==> src/hw/tunnel_config.svh <==
// 640x480 raster with 800x525 total positions; geometry assumes diagonals run top to bottom
`ifndef TUNNEL_CONFIG_SVH
`define TUNNEL_CONFIG_SVH

`define H_ACTIVE 640
`define H_FRONT 16
`define H_SYNC 96
`define H_BACK 48
`define H_TOTAL (`H_ACTIVE + `H_FRONT + `H_SYNC + `H_BACK)

`define V_ACTIVE 480
`define V_FRONT 10
`define V_SYNC 2
`define V_BACK 33
`define V_TOTAL (`V_ACTIVE + `V_FRONT + `V_SYNC + `V_BACK)

// upper-left x, upper-left y, width, height; outermost first
`define FRAME_COUNT 9
`define FRAME_TABLE '{ \
	'{ 63,  47, 514, 386}, '{ 99,  74, 442, 332}, '{133, 100, 374, 281}, \
	'{163, 122, 314, 236}, '{189, 142, 263, 197}, '{211, 158, 218, 164}, \
	'{229, 172, 182, 137}, '{243, 182, 154, 116}, '{255, 191, 130,  98}}

// diagonal endpoints, from corner (X0,Y0) to corner (X1,Y1)
`define DIAG_UL_X0 63
`define DIAG_UL_Y0 47
`define DIAG_UL_X1 255
`define DIAG_UL_Y1 191
`define DIAG_LR_X0 384
`define DIAG_LR_Y0 288
`define DIAG_LR_X1 576
`define DIAG_LR_Y1 432
`define DIAG_LL_X0 255
`define DIAG_LL_Y0 288
`define DIAG_LL_X1 63
`define DIAG_LL_Y1 432
`define DIAG_UR_X0 576
`define DIAG_UR_Y0 47
`define DIAG_UR_X1 384
`define DIAG_UR_Y1 191

`define SCORE_X_LEFT 64
`define SCORE_X_RIGHT 544
`define SCORE_Y 10
`define GLYPH_SCALE 4

`define COLOR_LINE 24'h00FF00
`define COLOR_SCORE 24'h66FFFF
`define COLOR_BG 24'h000000

`endif

==> src/hw/tunnel_pkg.sv <==
// digit font covers 0 to 9 only; callers must treat digits 10 to 15 as blank
package tunnel_pkg;

	typedef logic [9:0] coord_t;
	typedef logic [23:0] color_t;
	typedef logic [3:0] digit_t;
	// leftmost pixel in the msb
	typedef logic [7:0] glyph_row_t;

	localparam glyph_row_t digit_font [10][8] = '{
		'{8'h3C, 8'h66, 8'h6E, 8'h76, 8'h66, 8'h66, 8'h3C, 8'h00},
		'{8'h18, 8'h38, 8'h18, 8'h18, 8'h18, 8'h18, 8'h7E, 8'h00},
		'{8'h3C, 8'h66, 8'h06, 8'h0C, 8'h30, 8'h60, 8'h7E, 8'h00},
		'{8'h3C, 8'h66, 8'h06, 8'h1C, 8'h06, 8'h66, 8'h3C, 8'h00},
		'{8'h0C, 8'h1C, 8'h3C, 8'h6C, 8'h7E, 8'h0C, 8'h0C, 8'h00},
		'{8'h7E, 8'h60, 8'h7C, 8'h06, 8'h06, 8'h66, 8'h3C, 8'h00},
		'{8'h3C, 8'h60, 8'h7C, 8'h66, 8'h66, 8'h66, 8'h3C, 8'h00},
		'{8'h7E, 8'h06, 8'h0C, 8'h18, 8'h30, 8'h30, 8'h30, 8'h00},
		'{8'h3C, 8'h66, 8'h66, 8'h3C, 8'h66, 8'h66, 8'h3C, 8'h00},
		'{8'h3C, 8'h66, 8'h66, 8'h3E, 8'h06, 8'h0C, 8'h38, 8'h00}
	};

endpackage

==> src/hw/raster_if.sv <==
// one source drives the scan position; strobes are already qualified by the pixel strobe
`timescale 1ns/100ps

interface raster_if;
	import tunnel_pkg::*;

	coord_t x;
	coord_t y;
	logic active;
	logic step;
	logic line_end;
	logic frame_start;

	modport source (output x, y, active, step, line_end, frame_start);
	modport sink (input x, y, active, step, line_end, frame_start);

endinterface

==> src/hw/raster_timing.sv <==
// counters advance only when pix_en is high; syncs are active low and combinational
`timescale 1ns/100ps
`include "tunnel_config.svh"

module raster_timing (
	input logic clk,
	input logic rst,
	input logic pix_en,
	raster_if.source rif,
	output logic hsync,
	output logic vsync
);
	import tunnel_pkg::*;

	localparam coord_t H_LAST = coord_t'(`H_TOTAL - 1);
	localparam coord_t V_LAST = coord_t'(`V_TOTAL - 1);
	localparam coord_t HS_START = coord_t'(`H_ACTIVE + `H_FRONT);
	localparam coord_t VS_START = coord_t'(`V_ACTIVE + `V_FRONT);

	coord_t h_cnt;
	coord_t v_cnt;

	always_ff @(posedge clk) begin
		if (rst) begin
			h_cnt <= '0;
			v_cnt <= '0;
		end else if (pix_en) begin
			if (h_cnt == H_LAST) begin
				h_cnt <= '0;
				v_cnt <= (v_cnt == V_LAST) ? '0 : v_cnt + 1'b1;
			end else begin
				h_cnt <= h_cnt + 1'b1;
			end
		end
	end

	assign hsync = !(h_cnt >= HS_START && h_cnt < HS_START + coord_t'(`H_SYNC));
	assign vsync = !(v_cnt >= VS_START && v_cnt < VS_START + coord_t'(`V_SYNC));

	assign rif.x = h_cnt;
	assign rif.y = v_cnt;
	assign rif.active = (h_cnt < coord_t'(`H_ACTIVE)) && (v_cnt < coord_t'(`V_ACTIVE));
	assign rif.step = pix_en;
	// last visible column, on every line
	assign rif.line_end = pix_en && (h_cnt == coord_t'(`H_ACTIVE - 1));
	assign rif.frame_start = pix_en && (h_cnt == '0) && (v_cnt == '0);

endmodule

==> src/hw/frame_draw.sv <==
// outlines are one pixel wide; frame geometry comes from the shared table
`timescale 1ns/100ps
`include "tunnel_config.svh"

module frame_draw (
	raster_if.sink rif,
	output logic hit
);
	localparam int NUM_FRAMES = `FRAME_COUNT;
	localparam int FRAMES [NUM_FRAMES][4] = `FRAME_TABLE;

	always_comb begin
		int px;
		int py;
		px = int'(rif.x);
		py = int'(rif.y);
		hit = 1'b0;
		for (int i = 0; i < NUM_FRAMES; i++) begin
			// top and bottom rows
			if ((py == FRAMES[i][1] || py == FRAMES[i][1] + FRAMES[i][3] - 1) &&
			    px >= FRAMES[i][0] && px < FRAMES[i][0] + FRAMES[i][2])
				hit = 1'b1;
			// left and right columns
			if ((px == FRAMES[i][0] || px == FRAMES[i][0] + FRAMES[i][2] - 1) &&
			    py >= FRAMES[i][1] && py < FRAMES[i][1] + FRAMES[i][3])
				hit = 1'b1;
		end
	end

endmodule

==> src/hw/diagonal_draw.sv <==
// Y_FROM must not exceed Y_TO; slope is fixed at three lines per four columns
`timescale 1ns/100ps
`include "tunnel_config.svh"

module diagonal_draw #(
	parameter int X_FROM = 63,
	parameter int Y_FROM = 47,
	parameter int X_TO = 255,
	parameter int Y_TO = 191,
	parameter bit LEFTWARD = 1'b0
) (
	input logic clk,
	input logic rst,
	raster_if.sink rif,
	output logic hit
);
	import tunnel_pkg::*;

	// line just above the span, wrapping into the blanking lines
	localparam int Y_PREV = (Y_FROM == 0) ? `V_TOTAL - 1 : Y_FROM - 1;
	localparam coord_t X_LO = coord_t'(LEFTWARD ? X_TO : X_FROM);
	localparam coord_t X_HI = coord_t'(LEFTWARD ? X_FROM : X_TO);

	coord_t run_start;
	coord_t run_step;
	logic [1:0] line_mod3;
	logic in_span;
	logic in_box;

	assign run_step = (line_mod3 == 2'd2) ? coord_t'(2) : coord_t'(1);
	assign in_span = (rif.y >= coord_t'(Y_FROM)) && (rif.y <= coord_t'(Y_TO));
	assign in_box = in_span && (rif.x >= X_LO) && (rif.x <= X_HI);

	always_ff @(posedge clk) begin
		if (rst) begin
			run_start <= coord_t'(X_FROM);
			line_mod3 <= '0;
		end else if (rif.step && rif.y == coord_t'(Y_PREV)) begin
			run_start <= coord_t'(X_FROM);
			line_mod3 <= '0;
		end else if (rif.line_end && in_span) begin
			run_start <= LEFTWARD ? run_start - run_step : run_start + run_step;
			line_mod3 <= (line_mod3 == 2'd2) ? 2'd0 : line_mod3 + 1'b1;
		end
	end

	// run of run_step+1 pixels away from the start column
	always_comb begin
		if (LEFTWARD)
			hit = in_box && (rif.x <= run_start) && (rif.x + run_step >= run_start);
		else
			hit = in_box && (rif.x >= run_start) && (rif.x <= run_start + run_step);
	end

endmodule

==> src/hw/glyph_rom.sv <==
// one clock of read latency; digits 10 to 15 read as an empty row
`timescale 1ns/100ps

module glyph_rom (
	input logic clk,
	input tunnel_pkg::digit_t digit,
	input logic [2:0] row,
	output tunnel_pkg::glyph_row_t bits
);
	import tunnel_pkg::*;

	logic blank;

	assign blank = (digit > digit_t'(9));

	always_ff @(posedge clk) begin
		if (blank)
			bits <= '0;
		else
			bits <= digit_font[digit][row];
	end

endmodule

==> src/hw/score_draw.sv <==
// scores sampled at frame start; ROM address tracks the pixel shown in the following cycle
`timescale 1ns/100ps
`include "tunnel_config.svh"

module score_draw (
	input logic clk,
	input logic rst,
	raster_if.sink rif,
	input tunnel_pkg::digit_t your_score,
	input tunnel_pkg::digit_t their_score,
	output logic hit
);
	import tunnel_pkg::*;

	localparam int BOX = 8 * `GLYPH_SCALE;
	localparam coord_t LEFT_X = coord_t'(`SCORE_X_LEFT);
	localparam coord_t RIGHT_X = coord_t'(`SCORE_X_RIGHT);
	localparam coord_t TOP_Y = coord_t'(`SCORE_Y);
	localparam coord_t SCALE = coord_t'(`GLYPH_SCALE);

	digit_t left_digit;
	digit_t right_digit;
	digit_t rom_digit;
	coord_t next_x;
	coord_t next_y;
	coord_t row_full;
	coord_t col_full;
	glyph_row_t rom_bits;
	logic in_rows;
	logic in_left;
	logic in_right;

	always_ff @(posedge clk) begin
		if (rst) begin
			left_digit <= '1;
			right_digit <= '1;
		end else if (rif.frame_start) begin
			left_digit <= your_score;
			right_digit <= their_score;
		end
	end

	// position on raster_if after this clock edge
	always_comb begin
		next_x = rif.x;
		next_y = rif.y;
		if (rif.step) begin
			if (rif.x == coord_t'(`H_TOTAL - 1)) begin
				next_x = '0;
				next_y = (rif.y == coord_t'(`V_TOTAL - 1)) ? '0 : rif.y + 1'b1;
			end else begin
				next_x = rif.x + 1'b1;
			end
		end
	end

	assign rom_digit = (next_x < RIGHT_X) ? left_digit : right_digit;
	assign row_full = (next_y - TOP_Y) / SCALE;

	glyph_rom u_rom (
		.clk(clk),
		.digit(rom_digit),
		.row(row_full[2:0]),
		.bits(rom_bits)
	);

	assign in_rows = (rif.y >= TOP_Y) && (rif.y < TOP_Y + coord_t'(BOX));
	assign in_left = (rif.x >= LEFT_X) && (rif.x < LEFT_X + coord_t'(BOX));
	assign in_right = (rif.x >= RIGHT_X) && (rif.x < RIGHT_X + coord_t'(BOX));
	assign col_full = (rif.x - (in_left ? LEFT_X : RIGHT_X)) / SCALE;
	assign hit = in_rows && (in_left || in_right) && rom_bits[3'd7 - col_full[2:0]];

endmodule

==> src/hw/tunnel_render.sv <==
// outputs lag raster_if by one step and hold whenever pix_en is low
`timescale 1ns/100ps
`include "tunnel_config.svh"

module tunnel_render (
	input logic clk,
	input logic rst,
	input logic pix_en,
	input tunnel_pkg::digit_t your_score,
	input tunnel_pkg::digit_t their_score,
	output tunnel_pkg::color_t color,
	output logic hsync,
	output logic vsync,
	output logic de,
	output tunnel_pkg::coord_t pixel_x,
	output tunnel_pkg::coord_t pixel_y
);
	import tunnel_pkg::*;

	raster_if rif ();

	logic raw_hsync;
	logic raw_vsync;
	logic frame_hit;
	logic score_hit;
	logic [3:0] diag_hit;
	color_t color_next;

	raster_timing u_timing (
		.clk(clk),
		.rst(rst),
		.pix_en(pix_en),
		.rif(rif),
		.hsync(raw_hsync),
		.vsync(raw_vsync)
	);

	frame_draw u_frames (
		.rif(rif),
		.hit(frame_hit)
	);

	diagonal_draw #(`DIAG_UL_X0, `DIAG_UL_Y0, `DIAG_UL_X1, `DIAG_UL_Y1, 1'b0) u_diag_ul (
		.clk(clk), .rst(rst), .rif(rif), .hit(diag_hit[0])
	);
	diagonal_draw #(`DIAG_LR_X0, `DIAG_LR_Y0, `DIAG_LR_X1, `DIAG_LR_Y1, 1'b0) u_diag_lr (
		.clk(clk), .rst(rst), .rif(rif), .hit(diag_hit[1])
	);
	diagonal_draw #(`DIAG_LL_X0, `DIAG_LL_Y0, `DIAG_LL_X1, `DIAG_LL_Y1, 1'b1) u_diag_ll (
		.clk(clk), .rst(rst), .rif(rif), .hit(diag_hit[2])
	);
	diagonal_draw #(`DIAG_UR_X0, `DIAG_UR_Y0, `DIAG_UR_X1, `DIAG_UR_Y1, 1'b1) u_diag_ur (
		.clk(clk), .rst(rst), .rif(rif), .hit(diag_hit[3])
	);

	score_draw u_score (
		.clk(clk),
		.rst(rst),
		.rif(rif),
		.your_score(your_score),
		.their_score(their_score),
		.hit(score_hit)
	);

	// lines over score over background
	always_comb begin
		if (!rif.active)
			color_next = `COLOR_BG;
		else if (frame_hit || (|diag_hit))
			color_next = `COLOR_LINE;
		else if (score_hit)
			color_next = `COLOR_SCORE;
		else
			color_next = `COLOR_BG;
	end

	always_ff @(posedge clk) begin
		if (rst) begin
			color <= `COLOR_BG;
			hsync <= 1'b1;
			vsync <= 1'b1;
			de <= 1'b0;
			pixel_x <= '0;
			pixel_y <= '0;
		end else if (rif.step) begin
			color <= color_next;
			hsync <= raw_hsync;
			vsync <= raw_vsync;
			de <= rif.active;
			pixel_x <= rif.x;
			pixel_y <= rif.y;
		end
	end

endmodule

==> config.mk <==
export PLATFORM = sky130hd
export DESIGN_NAME = tunnel_render
export DESIGN_NICKNAME = d
export VERILOG_FILES = /design/src/hw/tunnel_pkg.sv /design/src/hw/raster_if.sv /design/src/hw/raster_timing.sv /design/src/hw/frame_draw.sv /design/src/hw/diagonal_draw.sv /design/src/hw/glyph_rom.sv /design/src/hw/score_draw.sv /design/src/hw/tunnel_render.sv
export VERILOG_INCLUDE_DIRS = /design/src /design/src/hw
export SDC_FILE = /design/constraint.sdc
export NUM_CORES = 1
export LEC_CHECK = 0
export BUFFER_PORTS_ARGS = -buffer_cell sky130_fd_sc_hd__buf_4
export CORE_AREA = 2 2 126 128
export CTS_BUF_LIST = sky130_fd_sc_hd__clkbuf_16
export DETAILED_ROUTE_END_ITERATION = 8
export DIE_AREA = 0 0 128 130
export HOLD_SLACK_MARGIN = 0.12
export PLACE_DENSITY = 0.82
export SLEW_MARGIN = 25
export SYNTH_ARGS = -nofsm -noshare
export SYNTH_HDL_FRONTEND = slang
export SYNTH_SLANG_ARGS = --single-unit
==> constraint.sdc <==
create_clock -name clk -period 6.1 [get_ports clk]
set_input_delay 0.305 -clock clk [delete_from_list [all_inputs] [get_ports clk]]
set_output_delay 0.305 -clock clk [all_outputs]
set_load 0.05 [all_outputs]
# Word level (Yosys, flattened, before mapping)
# Memory sizes are Yosys's and may differ from the RTL's.
# Cells that the tools add are included.
# classes
reduce_logical	96
n_lt_le_gt_ge	69
bitwise	2
n_addsub	15
n_eq_ne	45
n_mux	42
# ops
op	count
$eq A10 B10 Y1 const B	21
$lt A10 B9 Y1 const B	18
$eq A10 B9 Y1 const B	13
$mux W64	2
$ge A10 B8 Y1 const B	12
$logic_and A1 B1 Y1	69
$mux W23	3
$lt A10 B10 Y1 const B	6
$ge A10 B7 Y1 const B	5
$mux W10	5
$eq A10 B8 Y1 const B	4
$ge A10 B10 Y1	4
$ge A10 B6 Y1 const B	4
$le A10 B10 Y1	4
$ge A10 B9 Y1 const B	3
$bmux W8 S3	1
$add A10 B1 Y10 const B	2
$add A10 B10 Y10	2
$add A10 B2 Y10	2
$eq A10 B7 Y1 const B	2
$ge A10 B10 Y1 const B	2
$le A10 B8 Y1 const B	2
$logic_not A10 Y1	2
$logic_or A1 B1 Y1	20
26 further kinds	61
# totals
in_bits	11
romBits	1024
memories	1
regBits	131
# mem_list
memory	words	width	read_ports	rd_ports_with_merged_regs	write_ports	line_no	source
(name not given)	16	64	1	0	0	glyph_rom.sv:20	bits <= digit_font[digit][row];

# Depth between registers and ports, before layout
# depth
ltp_word	25
ltp_mapped	17
mapped_depth_nobuf	17

# By module
# Synthesis repeated with hierarchy kept, for this count alone.
# unflattened
hier_cells	1300
area_unflattened_um2	10563.9
# by_module_without_submodules
mod	n_inst	area_each_um2	cells_each
frame_draw	1	1420.1	223
diagonal_draw at u_diag_ur	1	1381.3	167
diagonal_draw at u_diag_ll	1	1352.5	170
diagonal_draw at u_diag_lr	1	1268.7	145
diagonal_draw at u_diag_ul	1	1208.7	144
raster_timing	1	1154.9	137
tunnel_render	1	1071.0	108
glyph_rom	1	940.9	121
score_draw	1	765.7	85

# Least setup slack after synthesis
# OpenSTA, ideal clock, no wires.
# synth_timing
kind	register to register
startpoint	reg u_timing.h_cnt[1], in the netlist u_timing.rif.x[1]
endpoint	reg u_score.u_rom.bits[6]
path_slack_ps	2167
required_ps	5950
synth_period_minus_slack_ps	3933
path_buffers	2
stages_incl_launch_ff	14
arrival_ps	3782
cell_sequence	dfxtp_1 ha_1 clkbuf_1 nand2_1 nor4_1 a21oi_1 a31oi_4 mux2i_1 ha_1 buf_2 or3_1 a21oi_1 a311o_1 a311oi_1
# synth_via
elab_chain_cells	12
elab_cells_between_ends	18
cone_classes	add/sub (2); order compare (2); eq/ne (1); mux (10); bitwise (2); memory (1)
# synth_rtl
element	line_no	source
start: declaration	raster_timing.sv:20	coord_t h_cnt;
start signal: assignment	raster_timing.sv:32	h_cnt <= h_cnt + 1'b1;
$add A10 B1 Y10 or $eq A10 B10 Y1 (tied branches)	score_draw.sv:52, score_draw.sv:48	
$mux W10	score_draw.sv:48	if (rif.x == coord_t'(`H_TOTAL - 1)) begin
$mux W10	score_draw.sv:47	if (rif.step) begin
$lt A10 B10 Y1	score_draw.sv:57	assign rom_digit = (next_x < RIGHT_X) ? left_digit : right_digit;
$mux W4	score_draw.sv:57	
$not A4 Y5 (not written as such)	glyph_rom.sv:20	
$mem_v2 Z16 W64	--	
$mux W64 (not written as such) (2 in series)	glyph_rom.sv:20	
$bmux W8 S3	glyph_rom.sv:20	
$mux W8 (not written as such) (2 in series)	glyph_rom.sv:20	
end signal: assignment	glyph_rom.sv:20	
end: declaration	glyph_rom.sv:8	output tunnel_pkg::glyph_row_t bits
# Several ways; a longest one is shown, not always the timed one. The select of a mux whose other input is x is not followed.
# A chain may end at the register's enable or synchronous reset.

# Final worst setup path
# layout_timing
startpoint	reg u_timing.h_cnt[2], in the netlist u_timing.rif.x[2]
endpoint	reg u_score.u_rom.bits[6]
# Same word-level chain as after synthesis.

==> flow_metrics.py <==
metrics = {
    "hold_path": {
        "worst_hold_path_type": "in -> reg",
        "worstHoldStart": "their_score[2]",
        "min_delay_path_depth": 2,
        "hold_end": "u_score.right_digit[2]",
    },
    "floorplanning": {
        "rows": 46,
        "ios": 58,
        "die_area_um2": 16600,
        "chipWidth_um": 128,
        "core-area_um2": 15400,
        "dieHeight_um": 130,
        "start_util_pct": 61.7,
    },
    "route": {
        "num_vias": 8913,
        "routed_via_density": 6.32,
        "wl_per_cell_um": 17.7,
        "drt_pre_antenna_iters": 6,
        "drc_errors": 0,
        "ant_nets": 0,
        "drtIter0Drc": 862,
        "drt_wl_total_mm": 24.9,
    },
    "sta": {
        "setup_violations": 0,
        "worst_clock_skew_ns": 0.00767,
        "final_hold_viol_count": 0,
        "tightest_slew_ns": 0.986,
        "fmax_ghz": 0.229,
        "grt_setup_unrepaired": "no",
        "setup_ws_ns": 1.73,
        "report.final.slew_viol_count": 0,
        "post-route-period-util_pct": 71.7,
        "tns_ns": 0,
        "period_minus_slack_ns": 4.37,
        "relSlewSlack_pct": 33.4,
    },
    "placed_design": {
        "post-place-ws_ns": 1.78,
        "place_congestion": 0.980,
        "dp.final_hpwl_mm": 17.9,
        "portBuffers": 53,
    },
    "synthesis": {
        "synth-edff-count": 0,
        "yosysMostFrequentCell": "ha_1",
        "syn_inst": 1220,
        "synth_flop_cell": "dfxtp_1",
        "ys_warn_count": 0,
        "synthTopCellsByCount": "ha_1, dfxtp_1, nor2_1, nand2_1, a21oi_1",
        "synth_largest_area_cell": "dfxtp_1",
        "synth.distinct_cells": 79,
        "async_flop_share_pct": 0,
        "synth_top_area_share_pct": 22.5,
        "synth_area_um2": 9520,
        "syn_area_per_cell_um2": 7.80,
        "synth_area_leaders": "dfxtp_1, ha_1, xnor2_1, mux2i_1, nor2_1",
        "synth_sequential_area_ratio_pct": 22.5,
        "synth-seq-cells": 107,
    },
    "cts": {
        "post-cts-setup-buffer-count": 0,
        "cts_buffer_depth": 2,
        "clkSinkCount": 107,
        "cts_hold_buffers": 0,
        "cts_buffers": 9,
        "clock_latency_ns": 0.37,
        "cts_resized": 0,
        "cts_tree": "yes",
        "cts_max_level": 3,
        "path_clk_slew_ns": 0.07,
        "clockRootBuffer": "clkbuf_16",
    },
    "cells_and_area": {
        "drive_above_1_share_pct": 8.78,
        "final_nets": 1340,
        "antennaDiodeCount": 0,
        "fillCellCount": 1344,
        "syn2layout_area_growth_pct": 6.82,
    },
    "worst_setup_path": {
        "crit_chain": "buf_4 > nand4_2 > or4_1 > a21o_1 > a31oi_4 > mux2i_1 > ha_1 > or3_1 > a21oi_1 > a311o_1 > a311oi_1",
        "cp-end-kind": "flop",
        "r2r_start": "u_timing.rif.x[2]",
        "reg2reg_setup_slack_ns": 1.73,
        "required_ns": 6.32,
        "cp_num_buf_inv": 1,
        "cp-start-kind": "flop",
        "cp_slowest_cell": "dfxtp_1",
        "crit_type": "reg -> reg",
        "path_delay_family": "simple AND/OR/NAND/NOR gates",
        "reg2regPathDepth": 11,
        "crit_arrival_ns": 4.59,
        "r2r_end": "u_score.u_rom.bits[6]",
        "slowest_delay_ns": 0.65,
        "crit_fanout": 21,
    },
    "outcome": {
        "status": "finished, final reports clean",
    },
    "grt": {
        "grt_usage_pct": 30.2,
        "grt_max_degree": 51,
        "overflow": 0,
        "grt_first_pass_wirelength_mm": 40.6,
        "grt_pass1_vias": 8293,
        "antenna_found_initial": 0,
    },
    "pwr": {
        "power.density_nw_per_um2": 147,
        "leakage_nw": 4.43,
        "peakVddDrop_mv": 0.173,
    },
    "run": {
        "cap_violations": 0,
    },
}
## cell type report
| cell class | count | area [µm²] | area share [%] |
|---|---|---|---|
| Inverter | 64 | 240 | 2.36 |
| Clock inverter | 7 | 67.6 | 0.664 |
| Tap cell | 192 | 240 | 2.36 |
| Sequential cell | 107 | 2140 | 21.1 |
| Timing Repair Buffer | 71 | 533 | 5.24 |
| Clock buffer | 9 | 225 | 2.21 |
| Multi-Input combinational cell | 961 | 6720 | 66.1 |
## sequential cells by signal, summed over array words and instances, names as in the netlist, 4 cells and up
register / count
u_score.u_rom.bits: 6
pixel_y: 10
u_timing.rif.y: 10
pixel_x: 10
u_diag_ur.run_start: 10
u_timing.rif.x: 10
u_score.right_digit: 4
u_diag_ul.run_start: 10
u_diag_ll.run_start: 10
u_score.left_digit: 4
u_diag_lr.run_start: 10
## cell families (layout without fill, tap and decap cells)
family | after synthesis | count (layout) | share of synthesized area (%)
AO/OA/AOI/OAI | 272 | 272 | 18.7
XOR/XNOR | 69 | 69 | 6.35
adder cells (fa/ha/maj) | 115 | 115 | 15.6
buffers and inverters | 155 | 151 | 7.23
flip-flops | 107 | 107 | 22.5
multiplexers | 46 | 46 | 5.10
other | 1 | 4 | 0.0394
AND/OR/NAND/NOR | 455 | 455 | 24.5
## stage by stage
step / power [mW] / hold slack, ns / cells / area, µm² / utilization, %
final: 1.50 / 0.138 / 1411 / 10200 / 65.9
after global routing: 1.55 / 0.139 / 1411 / 10200 / 65.9
after CTS: 1.51 / 0.134 / 1411 / 10200 / 65.9
after detailed placement: 0.907 / 0.462 / 1395 / 9880 / 64.0
after global placement: 0.905 / 0.454 / 1395 / 9860 / 63.9
after floorplan: 0.865 / 0.423 / 1223 / 9530 / -
## placed cells by master, fill, tap and decap left out, types with 5 or more instances in the layout
| cell | Yosys | final |
|---|---|---|
| ha_1 | 109 | 109 |
| nor2_1 | 107 | 107 |
| dfxtp_1 | 107 | 107 |
| nand2_1 | 96 | 96 |
| a21oi_1 | 73 | 73 |
| buf_4 | 23 | 71 |
| inv_1 | 64 | 65 |
| o21ai_0 | 58 | 58 |
| xnor2_1 | 55 | 55 |
| nand3_1 | 47 | 47 |
| mux2i_1 | 41 | 40 |
| nor3_1 | 34 | 34 |
| nand2b_1 | 28 | 28 |
| nand4_1 | 25 | 25 |
| a21o_1 | 25 | 25 |
| nor2b_1 | 23 | 23 |
| or3_1 | 16 | 16 |
| o211ai_1 | 15 | 15 |
| xor2_1 | 14 | 14 |
| nor4_1 | 13 | 13 |
| and3_1 | 13 | 13 |
| a31oi_1 | 12 | 12 |
| a211oi_1 | 10 | 10 |
| o31ai_1 | 9 | 9 |
| clkbuf_16 | 0 | 9 |
| o21a_1 | 8 | 8 |
| nor3b_1 | 8 | 8 |
| or2_2 | 7 | 7 |
| nand3b_1 | 7 | 7 |
| and2_1 | 6 | 6 |
| fa_1 | 6 | 6 |
| o2111ai_1 | 5 | 5 |
| a221oi_1 | 5 | 5 |
| a311oi_1 | 5 | 5 |
## how the worst max path moves through the flow
stage	depth (start not counted)	slack [ns]	start	end
2_1_floorplan	13	2.17	u_timing.rif.x[1]	u_score.u_rom.bits[6]
3_3_place_gp	10	1.88	u_timing.rif.x[8]	u_score.u_rom.bits[6]
3_5_place_dp	11	1.78	u_timing.rif.x[2]	u_score.u_rom.bits[6]
4_1_cts	11	1.80	u_timing.rif.x[2]	u_score.u_rom.bits[6]
5_1_grt	11	1.45	u_timing.rif.x[2]	u_score.u_rom.bits[6]
6_report	11	1.73	u_timing.rif.x[2]	u_score.u_rom.bits[6]
## report_power, final
| group | switching, mW | internal, mW | leakage [nW] |
|---|---|---|---|
| clock | 0.286 | 0.318 | 0.147 |
| sequential | 0.0133 | 0.707 | 0.865 |
| combinational | 0.107 | 0.0674 | 3.42 |
| total | 0.406 | 1.09 | 4.43 |
## per-layer routing
metal  up-vias  GRT usage [%]  routed length, µm
met5         -              0                  0
met4         0           12.3                758
met3        61           5.58               1730
met2       355           51.3              11900
met1      4166           38.0              10500
li1       4331              -                  -
Power figures use the tool's default switching activity.
